<file path="src/hw/exec_pkg.sv">
package exec_pkg;

    localparam int XLEN  = 32;
    localparam int REG_W = 5;
    localparam int OPC_W = 6;

    typedef enum logic [4:0] {
        OP_NOP,
        OP_ADD,
        OP_ADDU,
        OP_SUB,
        OP_SUBU,
        OP_AND,
        OP_OR,
        OP_XOR,
        OP_NOR,
        OP_SLT,
        OP_SLTU,
        OP_SLL,
        OP_SRL,
        OP_SRA,
        OP_LUI,
        OP_CLZ,
        OP_CLO,
        OP_MFHI,
        OP_MFLO,
        OP_MTHI,
        OP_MTLO,
        OP_MULT,
        OP_MULTU,
        OP_DIV,
        OP_DIVU
    } alu_op_e;

    typedef enum logic [1:0] {
        MD_MUL,
        MD_MULU,
        MD_DIV,
        MD_DIVU
    } md_op_e;

    // Major opcodes
    localparam logic [OPC_W-1:0] OPC_SPECIAL  = 6'h00;
    localparam logic [OPC_W-1:0] OPC_SPECIAL2 = 6'h1c;
    localparam logic [OPC_W-1:0] OPC_ADDI     = 6'h08;
    localparam logic [OPC_W-1:0] OPC_ADDIU    = 6'h09;
    localparam logic [OPC_W-1:0] OPC_SLTI     = 6'h0a;
    localparam logic [OPC_W-1:0] OPC_ANDI     = 6'h0c;
    localparam logic [OPC_W-1:0] OPC_ORI      = 6'h0d;
    localparam logic [OPC_W-1:0] OPC_XORI     = 6'h0e;
    localparam logic [OPC_W-1:0] OPC_LUI      = 6'h0f;

    // Funct codes under SPECIAL
    localparam logic [OPC_W-1:0] FN_SLL   = 6'h00;
    localparam logic [OPC_W-1:0] FN_SRL   = 6'h02;
    localparam logic [OPC_W-1:0] FN_SRA   = 6'h03;
    localparam logic [OPC_W-1:0] FN_MFHI  = 6'h10;
    localparam logic [OPC_W-1:0] FN_MTHI  = 6'h11;
    localparam logic [OPC_W-1:0] FN_MFLO  = 6'h12;
    localparam logic [OPC_W-1:0] FN_MTLO  = 6'h13;
    localparam logic [OPC_W-1:0] FN_MULT  = 6'h18;
    localparam logic [OPC_W-1:0] FN_MULTU = 6'h19;
    localparam logic [OPC_W-1:0] FN_DIV   = 6'h1a;
    localparam logic [OPC_W-1:0] FN_DIVU  = 6'h1b;
    localparam logic [OPC_W-1:0] FN_ADD   = 6'h20;
    localparam logic [OPC_W-1:0] FN_ADDU  = 6'h21;
    localparam logic [OPC_W-1:0] FN_SUB   = 6'h22;
    localparam logic [OPC_W-1:0] FN_SUBU  = 6'h23;
    localparam logic [OPC_W-1:0] FN_AND   = 6'h24;
    localparam logic [OPC_W-1:0] FN_OR    = 6'h25;
    localparam logic [OPC_W-1:0] FN_XOR   = 6'h26;
    localparam logic [OPC_W-1:0] FN_NOR   = 6'h27;
    localparam logic [OPC_W-1:0] FN_SLT   = 6'h2a;
    localparam logic [OPC_W-1:0] FN_SLTU  = 6'h2b;

    // Funct codes under SPECIAL2
    localparam logic [OPC_W-1:0] FN_CLZ = 6'h20;
    localparam logic [OPC_W-1:0] FN_CLO = 6'h21;

endpackage

</file>
<file path="src/hw/exec_ifs.sv">
`timescale 1ns/100ps

interface dec_exe_if;
    logic                                valid;
    logic                                ready;
    exec_pkg::alu_op_e                   op;
    logic [exec_pkg::XLEN-1:0]           src_a;
    logic [exec_pkg::XLEN-1:0]           src_b;
    logic [exec_pkg::REG_W-1:0]          dest;

    modport source (
        output valid, op, src_a, src_b, dest,
        input  ready
    );

    modport sink (
        input  valid, op, src_a, src_b, dest,
        output ready
    );
endinterface

interface exe_res_if;
    logic                                valid;
    logic                                ready;
    exec_pkg::alu_op_e                   op;
    logic [exec_pkg::XLEN-1:0]           value;
    logic [2*exec_pkg::XLEN-1:0]         product;
    logic                                overflow;
    logic [exec_pkg::REG_W-1:0]          dest;

    modport source (
        output valid, op, value, product, overflow, dest,
        input  ready
    );

    modport sink (
        input  valid, op, value, product, overflow, dest,
        output ready
    );
endinterface

</file>
<file path="src/hw/alu_exec.sv">
`timescale 1ns/100ps

module alu_exec (
    input  logic      clk,
    input  logic      rst,
    dec_exe_if.sink   dec,
    exe_res_if.source exe
);

    logic [exec_pkg::XLEN-1:0]   sum, diff, result;
    logic [2*exec_pkg::XLEN-1:0] hilo;
    logic                        overflow;
    logic                        is_md, md_started, md_ready;
    logic                        start, busy, done;
    logic                        slot_free, fire;
    exec_pkg::md_op_e            cmd;

    function automatic logic [5:0] lead_count(input logic [31:0] v, input logic bit_val);
        logic [5:0] n;
        logic       stop;
        n    = '0;
        stop = 1'b0;
        for (int i = 31; i >= 0; i--) begin
            if (!stop && v[i] == bit_val)
                n = n + 6'd1;
            else
                stop = 1'b1;
        end
        return n;
    endfunction

    assign sum  = dec.src_a + dec.src_b;
    assign diff = dec.src_a - dec.src_b;

    always_comb begin
        case (dec.op)
            exec_pkg::OP_ADD, exec_pkg::OP_ADDU: result = sum;
            exec_pkg::OP_SUB, exec_pkg::OP_SUBU: result = diff;
            exec_pkg::OP_AND:  result = dec.src_a & dec.src_b;
            exec_pkg::OP_OR:   result = dec.src_a | dec.src_b;
            exec_pkg::OP_XOR:  result = dec.src_a ^ dec.src_b;
            exec_pkg::OP_NOR:  result = ~(dec.src_a | dec.src_b);
            exec_pkg::OP_SLT:  result = {31'd0, $signed(dec.src_a) < $signed(dec.src_b)};
            exec_pkg::OP_SLTU: result = {31'd0, dec.src_a < dec.src_b};
            exec_pkg::OP_SLL:  result = dec.src_b << dec.src_a[4:0];
            exec_pkg::OP_SRL:  result = dec.src_b >> dec.src_a[4:0];
            exec_pkg::OP_SRA:  result = $signed(dec.src_b) >>> dec.src_a[4:0];
            exec_pkg::OP_LUI:  result = {dec.src_b[15:0], 16'h0000};
            exec_pkg::OP_CLZ:  result = {26'd0, lead_count(dec.src_a, 1'b0)};
            exec_pkg::OP_CLO:  result = {26'd0, lead_count(dec.src_a, 1'b1)};
            exec_pkg::OP_MTHI, exec_pkg::OP_MTLO: result = dec.src_a;
            default:           result = '0;
        endcase
    end

    // Signed overflow for ADD/ADDI and SUB only
    always_comb begin
        case (dec.op)
            exec_pkg::OP_ADD:
                overflow = (dec.src_a[31] ~^ dec.src_b[31]) & (dec.src_a[31] ^ sum[31]);
            exec_pkg::OP_SUB:
                overflow = (dec.src_a[31] ^ dec.src_b[31]) & (dec.src_a[31] ^ diff[31]);
            default:
                overflow = 1'b0;
        endcase
    end

    always_comb begin
        case (dec.op)
            exec_pkg::OP_MULTU: cmd = exec_pkg::MD_MULU;
            exec_pkg::OP_DIV:   cmd = exec_pkg::MD_DIV;
            exec_pkg::OP_DIVU:  cmd = exec_pkg::MD_DIVU;
            default:            cmd = exec_pkg::MD_MUL;
        endcase
    end

    assign is_md = dec.op inside {exec_pkg::OP_MULT, exec_pkg::OP_MULTU,
                                  exec_pkg::OP_DIV, exec_pkg::OP_DIVU};

    // Launch once per instruction, then hold it until the unit reports done
    assign start     = dec.valid && is_md && !md_started;
    assign slot_free = !exe.valid || exe.ready;
    assign dec.ready = slot_free && (!is_md || md_ready || done);
    assign fire      = dec.valid && dec.ready;

    always_ff @(posedge clk) begin
        if (rst) begin
            md_started <= 1'b0;
            md_ready   <= 1'b0;
        end else if (fire) begin
            md_started <= 1'b0;
            md_ready   <= 1'b0;
        end else begin
            if (start)
                md_started <= 1'b1;
            if (done)
                md_ready <= 1'b1;
        end
    end

    mul_div_unit u_mul_div (
        .clk  (clk),
        .rst  (rst),
        .start(start),
        .cmd  (cmd),
        .a    (dec.src_a),
        .b    (dec.src_b),
        .busy (busy),
        .done (done),
        .hilo (hilo)
    );

    always_ff @(posedge clk) begin
        if (rst)
            exe.valid <= 1'b0;
        else if (slot_free)
            exe.valid <= fire;
    end

    always_ff @(posedge clk) begin
        if (fire) begin
            exe.op       <= dec.op;
            exe.value    <= result;
            exe.product  <= hilo;
            exe.overflow <= overflow;
            exe.dest     <= dec.dest;
        end
    end

    assert property (@(posedge clk) disable iff (rst) start |-> !busy);

endmodule

</file>
<file path="src/hw/exec_top.sv">
`timescale 1ns/100ps

module exec_top (
    input  logic        clk,
    input  logic        rst,
    input  logic        in_valid,
    output logic        in_ready,
    input  logic [31:0] in_instr,
    input  logic [31:0] in_rs_val,
    input  logic [31:0] in_rt_val,
    output logic        out_valid,
    input  logic        out_ready,
    output logic [4:0]  out_dest,
    output logic        out_wen,
    output logic [31:0] out_data,
    output logic        out_overflow
);

    dec_exe_if u_dec_if ();
    exe_res_if u_exe_if ();

    inst_decode u_decode (
        .clk      (clk),
        .rst      (rst),
        .in_valid (in_valid),
        .in_ready (in_ready),
        .in_instr (in_instr),
        .in_rs_val(in_rs_val),
        .in_rt_val(in_rt_val),
        .dec      (u_dec_if.source)
    );

    alu_exec u_exec (
        .clk(clk),
        .rst(rst),
        .dec(u_dec_if.sink),
        .exe(u_exe_if.source)
    );

    hilo_commit u_commit (
        .clk         (clk),
        .rst         (rst),
        .exe         (u_exe_if.sink),
        .out_valid   (out_valid),
        .out_ready   (out_ready),
        .out_dest    (out_dest),
        .out_wen     (out_wen),
        .out_data    (out_data),
        .out_overflow(out_overflow)
    );

endmodule

</file>
<file path="src/hw/hilo_commit.sv">
`timescale 1ns/100ps

module hilo_commit (
    input  logic                       clk,
    input  logic                       rst,
    exe_res_if.sink                    exe,
    output logic                       out_valid,
    input  logic                       out_ready,
    output logic [exec_pkg::REG_W-1:0] out_dest,
    output logic                       out_wen,
    output logic [exec_pkg::XLEN-1:0]  out_data,
    output logic                       out_overflow
);

    logic [exec_pkg::XLEN-1:0] hi, lo;
    logic                      fire;

    assign exe.ready = !out_valid || out_ready;
    assign fire      = exe.valid && exe.ready;

    // Stages are in order, so HI/LO are always current when MFHI/MFLO arrives
    always_ff @(posedge clk) begin
        if (rst) begin
            hi <= '0;
            lo <= '0;
        end else if (fire) begin
            case (exe.op)
                exec_pkg::OP_MULT, exec_pkg::OP_MULTU,
                exec_pkg::OP_DIV, exec_pkg::OP_DIVU: begin
                    hi <= exe.product[63:32];
                    lo <= exe.product[31:0];
                end
                exec_pkg::OP_MTHI: hi <= exe.value;
                exec_pkg::OP_MTLO: lo <= exe.value;
                default: ;
            endcase
        end
    end

    always_ff @(posedge clk) begin
        if (rst)
            out_valid <= 1'b0;
        else if (exe.ready)
            out_valid <= exe.valid;
    end

    always_ff @(posedge clk) begin
        if (fire) begin
            out_dest     <= exe.dest;
            out_wen      <= (exe.dest != '0) && !exe.overflow;
            out_overflow <= exe.overflow;
            case (exe.op)
                exec_pkg::OP_MFHI: out_data <= hi;
                exec_pkg::OP_MFLO: out_data <= lo;
                default:           out_data <= exe.value;
            endcase
        end
    end

    assert property (@(posedge clk) disable iff (rst)
        out_valid && !out_ready |=>
            out_valid && $stable({out_dest, out_wen, out_data, out_overflow}));

endmodule

</file>
<file path="src/hw/inst_decode.sv">
`timescale 1ns/100ps

module inst_decode (
    input  logic                      clk,
    input  logic                      rst,
    input  logic                      in_valid,
    output logic                      in_ready,
    input  logic [31:0]               in_instr,
    input  logic [exec_pkg::XLEN-1:0] in_rs_val,
    input  logic [exec_pkg::XLEN-1:0] in_rt_val,
    dec_exe_if.source                 dec
);

    logic [5:0]                        opcode, funct;
    logic [4:0]                        rt, rd, shamt;
    logic [15:0]                       imm;
    exec_pkg::alu_op_e                 op_n;
    logic [exec_pkg::XLEN-1:0]         a_n, b_n;
    logic [exec_pkg::REG_W-1:0]        dest_n;
    logic                              r_type;

    assign opcode    = in_instr[31:26];
    assign rt        = in_instr[20:16];
    assign rd        = in_instr[15:11];
    assign shamt     = in_instr[10:6];
    assign funct     = in_instr[5:0];
    assign imm       = in_instr[15:0];
    assign r_type    = (opcode == exec_pkg::OPC_SPECIAL) || (opcode == exec_pkg::OPC_SPECIAL2);

    always_comb begin
        op_n = exec_pkg::OP_NOP;
        if (opcode == exec_pkg::OPC_SPECIAL) begin
            case (funct)
                exec_pkg::FN_SLL:   op_n = exec_pkg::OP_SLL;
                exec_pkg::FN_SRL:   op_n = exec_pkg::OP_SRL;
                exec_pkg::FN_SRA:   op_n = exec_pkg::OP_SRA;
                exec_pkg::FN_MFHI:  op_n = exec_pkg::OP_MFHI;
                exec_pkg::FN_MTHI:  op_n = exec_pkg::OP_MTHI;
                exec_pkg::FN_MFLO:  op_n = exec_pkg::OP_MFLO;
                exec_pkg::FN_MTLO:  op_n = exec_pkg::OP_MTLO;
                exec_pkg::FN_MULT:  op_n = exec_pkg::OP_MULT;
                exec_pkg::FN_MULTU: op_n = exec_pkg::OP_MULTU;
                exec_pkg::FN_DIV:   op_n = exec_pkg::OP_DIV;
                exec_pkg::FN_DIVU:  op_n = exec_pkg::OP_DIVU;
                exec_pkg::FN_ADD:   op_n = exec_pkg::OP_ADD;
                exec_pkg::FN_ADDU:  op_n = exec_pkg::OP_ADDU;
                exec_pkg::FN_SUB:   op_n = exec_pkg::OP_SUB;
                exec_pkg::FN_SUBU:  op_n = exec_pkg::OP_SUBU;
                exec_pkg::FN_AND:   op_n = exec_pkg::OP_AND;
                exec_pkg::FN_OR:    op_n = exec_pkg::OP_OR;
                exec_pkg::FN_XOR:   op_n = exec_pkg::OP_XOR;
                exec_pkg::FN_NOR:   op_n = exec_pkg::OP_NOR;
                exec_pkg::FN_SLT:   op_n = exec_pkg::OP_SLT;
                exec_pkg::FN_SLTU:  op_n = exec_pkg::OP_SLTU;
                default:            op_n = exec_pkg::OP_NOP;
            endcase
        end else if (opcode == exec_pkg::OPC_SPECIAL2) begin
            if (funct == exec_pkg::FN_CLZ)
                op_n = exec_pkg::OP_CLZ;
            else if (funct == exec_pkg::FN_CLO)
                op_n = exec_pkg::OP_CLO;
        end else begin
            case (opcode)
                exec_pkg::OPC_ADDI:  op_n = exec_pkg::OP_ADD;
                exec_pkg::OPC_ADDIU: op_n = exec_pkg::OP_ADDU;
                exec_pkg::OPC_SLTI:  op_n = exec_pkg::OP_SLT;
                exec_pkg::OPC_ANDI:  op_n = exec_pkg::OP_AND;
                exec_pkg::OPC_ORI:   op_n = exec_pkg::OP_OR;
                exec_pkg::OPC_XORI:  op_n = exec_pkg::OP_XOR;
                exec_pkg::OPC_LUI:   op_n = exec_pkg::OP_LUI;
                default:             op_n = exec_pkg::OP_NOP;
            endcase
        end
    end

    // Operand and destination selection
    always_comb begin
        a_n    = in_rs_val;
        b_n    = in_rt_val;
        dest_n = r_type ? rd : rt;
        if (op_n inside {exec_pkg::OP_SLL, exec_pkg::OP_SRL, exec_pkg::OP_SRA})
            a_n = {27'd0, shamt};
        if (!r_type) begin
            if (opcode inside {exec_pkg::OPC_ANDI, exec_pkg::OPC_ORI, exec_pkg::OPC_XORI})
                b_n = {16'd0, imm};
            else
                b_n = {{16{imm[15]}}, imm};
        end
        if (op_n inside {exec_pkg::OP_NOP, exec_pkg::OP_MTHI, exec_pkg::OP_MTLO,
                         exec_pkg::OP_MULT, exec_pkg::OP_MULTU,
                         exec_pkg::OP_DIV, exec_pkg::OP_DIVU})
            dest_n = '0;
    end

    assign in_ready = !dec.valid || dec.ready;

    always_ff @(posedge clk) begin
        if (rst)
            dec.valid <= 1'b0;
        else if (in_ready)
            dec.valid <= in_valid;
    end

    always_ff @(posedge clk) begin
        if (in_valid && in_ready) begin
            dec.op    <= op_n;
            dec.src_a <= a_n;
            dec.src_b <= b_n;
            dec.dest  <= dest_n;
        end
    end

endmodule

</file>
<file path="src/hw/mul_div_unit.sv">
`timescale 1ns/100ps

module mul_div_unit (
    input  logic                        clk,
    input  logic                        rst,
    input  logic                        start,
    input  exec_pkg::md_op_e            cmd,
    input  logic [exec_pkg::XLEN-1:0]   a,
    input  logic [exec_pkg::XLEN-1:0]   b,
    output logic                        busy,
    output logic                        done,
    output logic [2*exec_pkg::XLEN-1:0] hilo
);

    typedef enum logic [1:0] {
        S_IDLE,
        S_RUN,
        S_FINISH
    } state_e;

    state_e           state;
    exec_pkg::md_op_e cmd_q;
    logic [31:0]      a_q, b_q, mag_b;
    logic [63:0]      acc;
    logic [4:0]       count;
    logic             neg_a, neg_b, is_div, sgn, a_neg_n, b_neg_n;
    logic [32:0]      mul_sum;
    logic [33:0]      div_diff;

    assign sgn     = (cmd == exec_pkg::MD_MUL) || (cmd == exec_pkg::MD_DIV);
    assign a_neg_n = sgn && a[31];
    assign b_neg_n = sgn && b[31];
    assign is_div  = (cmd_q == exec_pkg::MD_DIV) || (cmd_q == exec_pkg::MD_DIVU);
    assign busy    = state != S_IDLE;

    // One step of shift-add multiply or restoring divide on magnitudes
    assign mul_sum  = {1'b0, acc[63:32]} + (acc[0] ? {1'b0, mag_b} : 33'd0);
    assign div_diff = {1'b0, acc[63:31]} - {2'b00, mag_b};

    always_ff @(posedge clk) begin
        if (rst) begin
            state <= S_IDLE;
            done  <= 1'b0;
        end else begin
            done <= 1'b0;
            case (state)
                S_IDLE:   if (start) state <= S_RUN;
                S_RUN:    if (count == 5'd31) state <= S_FINISH;
                S_FINISH: begin
                    state <= S_IDLE;
                    done  <= 1'b1;
                end
                default:  state <= S_IDLE;
            endcase
        end
    end

    always_ff @(posedge clk) begin
        case (state)
            S_IDLE: if (start) begin
                cmd_q <= cmd;
                a_q   <= a;
                b_q   <= b;
                neg_a <= a_neg_n;
                neg_b <= b_neg_n;
                mag_b <= b_neg_n ? -b : b;
                acc   <= {32'd0, a_neg_n ? -a : a};
                count <= '0;
            end
            S_RUN: begin
                count <= count + 5'd1;
                if (!is_div)
                    acc <= {mul_sum, acc[31:1]};
                else if (!div_diff[33])
                    acc <= {div_diff[31:0], acc[30:0], 1'b1};
                else
                    acc <= {acc[62:31], acc[30:0], 1'b0};
            end
            S_FINISH: begin
                if (!is_div)
                    hilo <= (neg_a ^ neg_b) ? -acc : acc;
                else if (b_q == 32'd0)
                    hilo <= {a_q, 32'hffff_ffff};
                else begin
                    hilo[63:32] <= neg_a ? -acc[63:32] : acc[63:32];
                    hilo[31:0]  <= (neg_a ^ neg_b) ? -acc[31:0] : acc[31:0];
                end
            end
            default: ;
        endcase
    end

endmodule

</file>
<file path="config.mk">
export PLATFORM = sky130hd
export DESIGN_NAME = exec_top
export DESIGN_NICKNAME = d
export VERILOG_FILES = /design/src/hw/exec_pkg.sv /design/src/hw/exec_ifs.sv /design/src/hw/alu_exec.sv /design/src/hw/exec_top.sv /design/src/hw/hilo_commit.sv /design/src/hw/inst_decode.sv /design/src/hw/mul_div_unit.sv
export SDC_FILE = /design/constraint.sdc
export NUM_CORES = 2
export LEC_CHECK = 0
export BUFFER_PORTS_ARGS = -buffer_cell sky130_fd_sc_hd__clkbuf_2
export CORE_MARGIN = 2
export CORE_UTILIZATION = 55
export DETAILED_ROUTE_END_ITERATION = 12
export GPL_TIMING_DRIVEN = 1
export PLACE_DENSITY = 0.72
export SYNTH_ARGS = -nofsm -noshare
export SYNTH_HDL_FRONTEND = slang
export SYNTH_HIERARCHICAL = 1
export SYNTH_SLANG_ARGS = --single-unit
</file>
<file path="constraint.sdc">
create_clock -name clk -period 20.5 [get_ports clk]
set_input_delay 1.025 -clock clk [delete_from_list [all_inputs] [get_ports clk]]
set_output_delay 1.025 -clock clk [all_outputs]
set_load 0.01 [all_outputs]
</file>
# Word level (Yosys, flattened, before mapping)
# Memory sizes are Yosys's and may differ from the RTL's.
# Index checks and enable logic that the tools add are counted.
classes:
  addsub: 72
  n_lt_le_gt_ge: 2
  eq_ne: 57
  n_shift: 3
  mux: 283
  bitwise_logic: 42
  n_reduce_logical: 170
ops:
  columns: ["operator", "count"]
  rows:
  - ["two-way mux 6 bit", 124]
  - ["one-hot mux 32 bit (15 select lines)", 1]
  - ["two-way mux 64 bit", 6]
  - ["adder 6 x 1 -> 6 bit, second input constant", 62]
  - ["two-way mux 32 bit", 7]
  - ["one-hot mux 32 bit (2 select lines)", 3]
  - ["negator 32 bit", 4]
  - ["one-hot mux 64 bit (2 select lines)", 1]
  - ["two-way mux 1 bit", 127]
  - ["equality test 5 bit, second input constant", 22]
  - ["logical AND 1 bit", 71]
  - ["logical NOT 1 bit", 68]
  - ["< comparator 32 bit", 2]
  - ["negator 64 bit", 1]
  - ["equality test 5 x 4 -> 1 bit, second input constant", 11]
  - ["equality test 6 x 4 -> 1 bit, second input constant", 7]
  - ["two-way mux 5 bit", 7]
  - ["subtractor 33 x 32 -> 34 bit", 1]
  - ["adder 32 x 32 -> 33 bit", 1]
  - ["adder 32 bit", 1]
  - ["bitwise AND 32 bit", 1]
  - ["logical NOT 32 bit", 1]
  - ["NOT 32 bit", 1]
  - ["bitwise OR 32 bit", 1]
  - ["other kinds (37)", 98]
totals:
  reg_bits: 525
  rom_bits: 320
  in_bits: 100
  out_inout_bits: 41
  wordCells: 662
  memories: 1
mem_list:
  columns: ["memory", "depth", "word_bits", "rd", "rd_ports_with_merged_regs", "write_ports", "line", "rtl"]
  rows:
  - ["(name not given)", 64, 5, 1, 0, 0, "inst_decode.sv:33", "case (funct)"]

# Logic depth before layout (Yosys ltp)
depth:
  depth_word: 126
  ltp_mapped: 71

# By module
# The synthesis kept the hierarchy.
modules_own_cells:
  columns: ["mod", "n_inst", "cells_per_inst", "area_each_um2", "seq_area_each_um2"]
  rows:
  - ["alu_exec", 1, 2396, 18217.5, 3273.1]
  - ["mul_div_unit", 1, 1726, 16151.7, 6996.7]
  - ["hilo_commit", 1, 458, 4842.1, 2472.4]
  - ["inst_decode", 1, 283, 3653.5, 2242.2]

# Least setup slack after synthesis
# Ideal clock, no wire load.
synth_path:
  kind: "register to register"
  startpoint: "register u_decode.dec.src_a[29]"
  endpoint: "register u_exec.exe.value[5], data pin"
  setup_ps: 263
  arrival_time_ps: 12069
  setup_slack_ps: 8168
  path_stages_with_launch: 70
  path_buffers: 2
  synth_period_minus_slack_ps: 12332
  path_cell_list: "edfxtp_1 -> buf_6 -> clkbuf_1 -> inv_1 -> a21oi_1 -> ha_1 -> o31a_1 -> ha_1 -> nand2_1 -> a41oi_1 -> ha_1 -> mux2_2 -> a21o_1 -> o21ai_0 -> ha_1 -> nand2b_1 -> a21oi_1 -> ha_1 -> (+34 left out) -> ha_1 -> mux2i_1 -> o21ai_0 -> ha_1 -> inv_1 -> a21oi_1 -> ha_1 -> and2_1 -> o21ai_0 -> a21oi_1 -> o21ai_1 -> xor2_1 -> xnor2_1 -> nand3_1 -> xnor2_1 -> xnor2_1 -> a211oi_1 -> o21ai_1"
synth_between:
  elab_chain_len: 120
  elab_cells_between_ends: 412
  classes_between: "58 x add/sub; 235 x mux; 1 x bitwise; 118 x reduce/logical"
synth_rtl:
  columns: ["item", "line", "rtl"]
  rows:
  - ["from (decl)", "exec_ifs.sv:12", "output valid, op, src_a, src_b, dest,"]
  - ["from (signal assigned)", "inst_decode.sv:107", "dec.src_a <= a_n;"]
  - ["branches (longest 119 deep; another with adder 6 x 1 -> 6 bit)", null, null]
  - ["one-hot mux 32 bit (15 select lines) (*)", "alu_exec.sv:36", "case (dec.op)"]
  - ["via u_exec.result, one bit", "alu_exec.sv:10", "logic [exec_pkg::XLEN-1:0] sum, diff, result;"]
  - ["to (signal assigned)", "alu_exec.sv:123", "exe.value <= result;"]
  - ["to (decl)", "exec_ifs.sv:32", "output valid, op, value, product, overflow, dest,"]
# Mark *: on every way through the listed nets, which the timed path passes. The select of a mux whose other input is x is not followed.
# A chain may end at the register's enable or synchronous reset.

# Worst setup path in the final report
layout_path:
  startpoint: "register u_decode.dec.src_a[30]"
  endpoint: "register u_exec.exe.value[5], data pin"
layout_between:
  elab_chain_len: 124
  elab_cells_between_ends: 426
  classes_between: "60 x add/sub; 243 x mux; 1 x bitwise; 122 x reduce/logical"
layout_rtl:
  columns: ["item", "line"]
  rows:
  - ["branches (longest 123 deep; another with adder 6 x 1 -> 6 bit)", null]
  - ["one-hot mux 32 bit (15 select lines) (*)", "alu_exec.sv:36"]
  - ["via u_exec.result, one bit", "alu_exec.sv:10"]
# Marked as above.

==> impl_metrics.py <==
metrics = {
    "routing": {
        "dr.pass1.iters": 8,
        "drt.antenna.violating_nets": 0,
        "vias": 38600,
        "drt-total-wl_um": 144000,
        "via_per_inst": 6.50,
        "dr.first_iter.drc_count": 4615,
        "drc_errors": 0,
        "wire_per_inst_um": 24.2,
    },
    "die": {
        "die_y_um": 283,
        "die_area_um2": 80200,
        "die-width_um": 283,
        "fp-row-count": 102,
        "io_pins": 141,
        "initial_core_util": 0.554,
        "fp.coreArea_um2": 77300,
    },
    "timing": {
        "tightest_slew_ps": 1180,
        "skew_ps": 36.8,
        "clock.fmax_mhz": 71.1,
        "drv_slew": 0,
        "fin_hold_ws_ps": 415,
        "rsz0062_at_grt": "false",
        "finalSetupTns_ps": 0,
        "min_period_ps": 14060,
        "slew_headroom": 0.215,
        "timing_hold_violations_final": 0,
        "min_period_over_period": 0.686,
        "postLayoutSetupSlackWorst_ps": 6440,
        "timing.final.setup_violations": 0,
    },
    "global_route": {
        "grt_max_degree": 99,
        "first_global_vias": 35600,
        "grt_first_pass_wirelength_um": 217000,
        "antenna_found_initial": 11,
        "gr-usage-all-layers": 0.348,
        "grt_remaining_overflow": 0,
    },
    "worst_setup_path": {
        "critPathBufInv": 3,
        "cp_slowest_cell": "edfxtp_1",
        "cp-end-kind": "flop",
        "worstPathRequired_ps": 20870,
        "cp_max_fo": 16,
        "arrival_ps": 14430,
        "critPathKind": "reg2reg",
        "start_kind": "flop",
        "crit_top_cell": "ha_1",
        "critical-path-max-stage-delay_ps": 920,
        "crit_family": "compound AO/OA/AOI/OAI gates",
    },
    "flow_run": {
        "drv_cap": 0,
    },
    "finish": {
        "area_growth_pct": 7.79,
        "final_util": 0.597,
        "fin_nets": 5179,
        "drive_above_1_share": 0.100,
    },
    "place": {
        "gp_congestion": 1.02,
        "place_ws_ps": 6570,
        "port_buffers": 135,
        "hpwl_um": 105000,
    },
    "worst_hold_path": {
        "hp-class": "reg2reg",
    },
    "clock_tree": {
        "htreeDepth": 2,
        "clock-root-buffer": "clkbuf_16",
        "cts_hold_buf": 0,
        "insertion_delay_ps": 660,
        "clk_pin_slew_ps": 70,
        "cts_resized": 0,
        "cts.sinks": 523,
        "cts_setup_buffers": 0,
        "cts_buffer_depth": 3,
        "cts-buffers-inserted": 54,
        "cts_tree": "yes",
    },
    "power": {
        "combPwrFrac": 0.187,
        "pwr-share-seq": 0.450,
        "irDropWorstVdd_mv": 0.0642,
        "swShare": 0.302,
        "power_mw": 2.74,
        "total_leakage_power_nw": 18.0,
        "powerDensity_nw_per_um2": 59.4,
        "p_int_mw": 1.91,
        "p_switching_uw": 828,
        "power.clock.fraction": 0.363,
    },
    "run_status": {
        "status": "finished, final reports clean",
    },
    "synth": {
        "syn_nets": 5195,
        "syn_area_um2": 42900,
        "syn_avg_cell_area_um2": 8.82,
        "netlist_instances": 4862,
        "synth_warnings": 6,
    },
}
-- layout make-up --
class                      instances  area, um^2
fill                            6817       31100
multi-input combinational       3847       26000
sequential                       523       15000
clock buffer                      60        1380
tap                             1040        1300
timing repair buffer             217        1290
inverter                         203         764
clock inverter                    42         435
antenna                            5        12.5
-- placed cells by master (no fill, tap or decap), drive strengths merged, types with 21 or more instances in the layout --
cell type,instances
xor2,140
nand3,101
nand4,36
xnor2,171
a211oi,87
inv,204
a221oi,83
clkinv,29
a21o,69
and2,72
o211ai,52
nor2,535
a21oi,371
and3,28
nor2b,45
nand2,505
buf,83
nor4,43
clkbuf,194
or3,39
o21a,21
o21ai,354
a21boi,21
mux2i,214
ha,229
a31oi,31
a22oi,56
nor3,91
o31ai,27
edfxtp,451
o21bai,36
nand2b,40
o22ai,31
dfxtp,72
-- state kept, by name, summed over array words and instances (netlist names), 31 cells and up --
signal,count
u_exec/u_mul_div/a_q,32
u_commit/out_data,32
u_exec/u_mul_div/acc,64
u_exec/exe.product,64
u_exec/u_mul_div/b_q,32
u_commit/hi,32
u_commit/lo,32
u_exec/exe.value,32
u_exec/u_mul_div/mag_b,31
u_decode/dec.src_a,32
u_exec/u_mul_div/hilo,64
u_decode/dec.src_b,32
-- routing by layer --
| metal | wire [um] | track usage |
|---|---|---|
| met1 | 58200 | 0.464 |
| met2 | 63800 | 0.541 |
| met3 | 13100 | 0.0642 |
| met4 | 8520 | 0.183 |
| met5 | 73 | 0 |
-- per-stage QoR --
| stage | instance area (um^2) | cells |
|---|---|---|
| 2_1_floorplan | 42900 | 4862 |
| 3_3_place_gp | 44400 | 5830 |
| 3_5_place_dp | 44400 | 5830 |
| 4_1_cts | 46200 | 5932 |
| 5_1_grt | 46200 | 5932 |
| 6_report | 46200 | 5937 |
-- power by group through the flow --
stage	logic, mW	clock network, mW	registers [mW]
floorplan	0.332	0	1.24
global placement	0.490	0	1.25
detailed placement	0.494	0	1.25
CTS	0.496	1.01	1.23
global route	0.553	1.05	1.23
finish	0.513	0.997	1.23
-- final timing paths --
kind                                        startpoint                                to  slack [ps]  depth (start not counted)
setup / recovery  u_decode/dec.src_a[30]$_SDFFCE_PP0P_     u_exec/exe.value[5]$_DFFE_PP_        6440                         65
hold / removal     u_exec/u_mul_div/hilo[56]$_DFFE_PP_  u_exec/exe.product[56]$_DFFE_PP_         410                          0
setup reg to reg  u_decode/dec.src_a[30]$_SDFFCE_PP0P_     u_exec/exe.value[5]$_DFFE_PP_        6440                         65
hold reg to reg    u_exec/u_mul_div/hilo[56]$_DFFE_PP_  u_exec/exe.product[56]$_DFFE_PP_         410                          0
-- worst reg2reg max path: cells and delay by family (launching register included) --
family / cells / cell delay (ps)
AOI/OAI and AO/OA: 26 / 4790
xor gates and xnor gates: 4 / 670
muxes: 7 / 1420
DFF: 1 / 920
adders and majority gates: 15 / 4250
buffers and inverters: 3 / 270
and+or+nand+nor: 10 / 1460
Power figures use the tool's default switching activity.
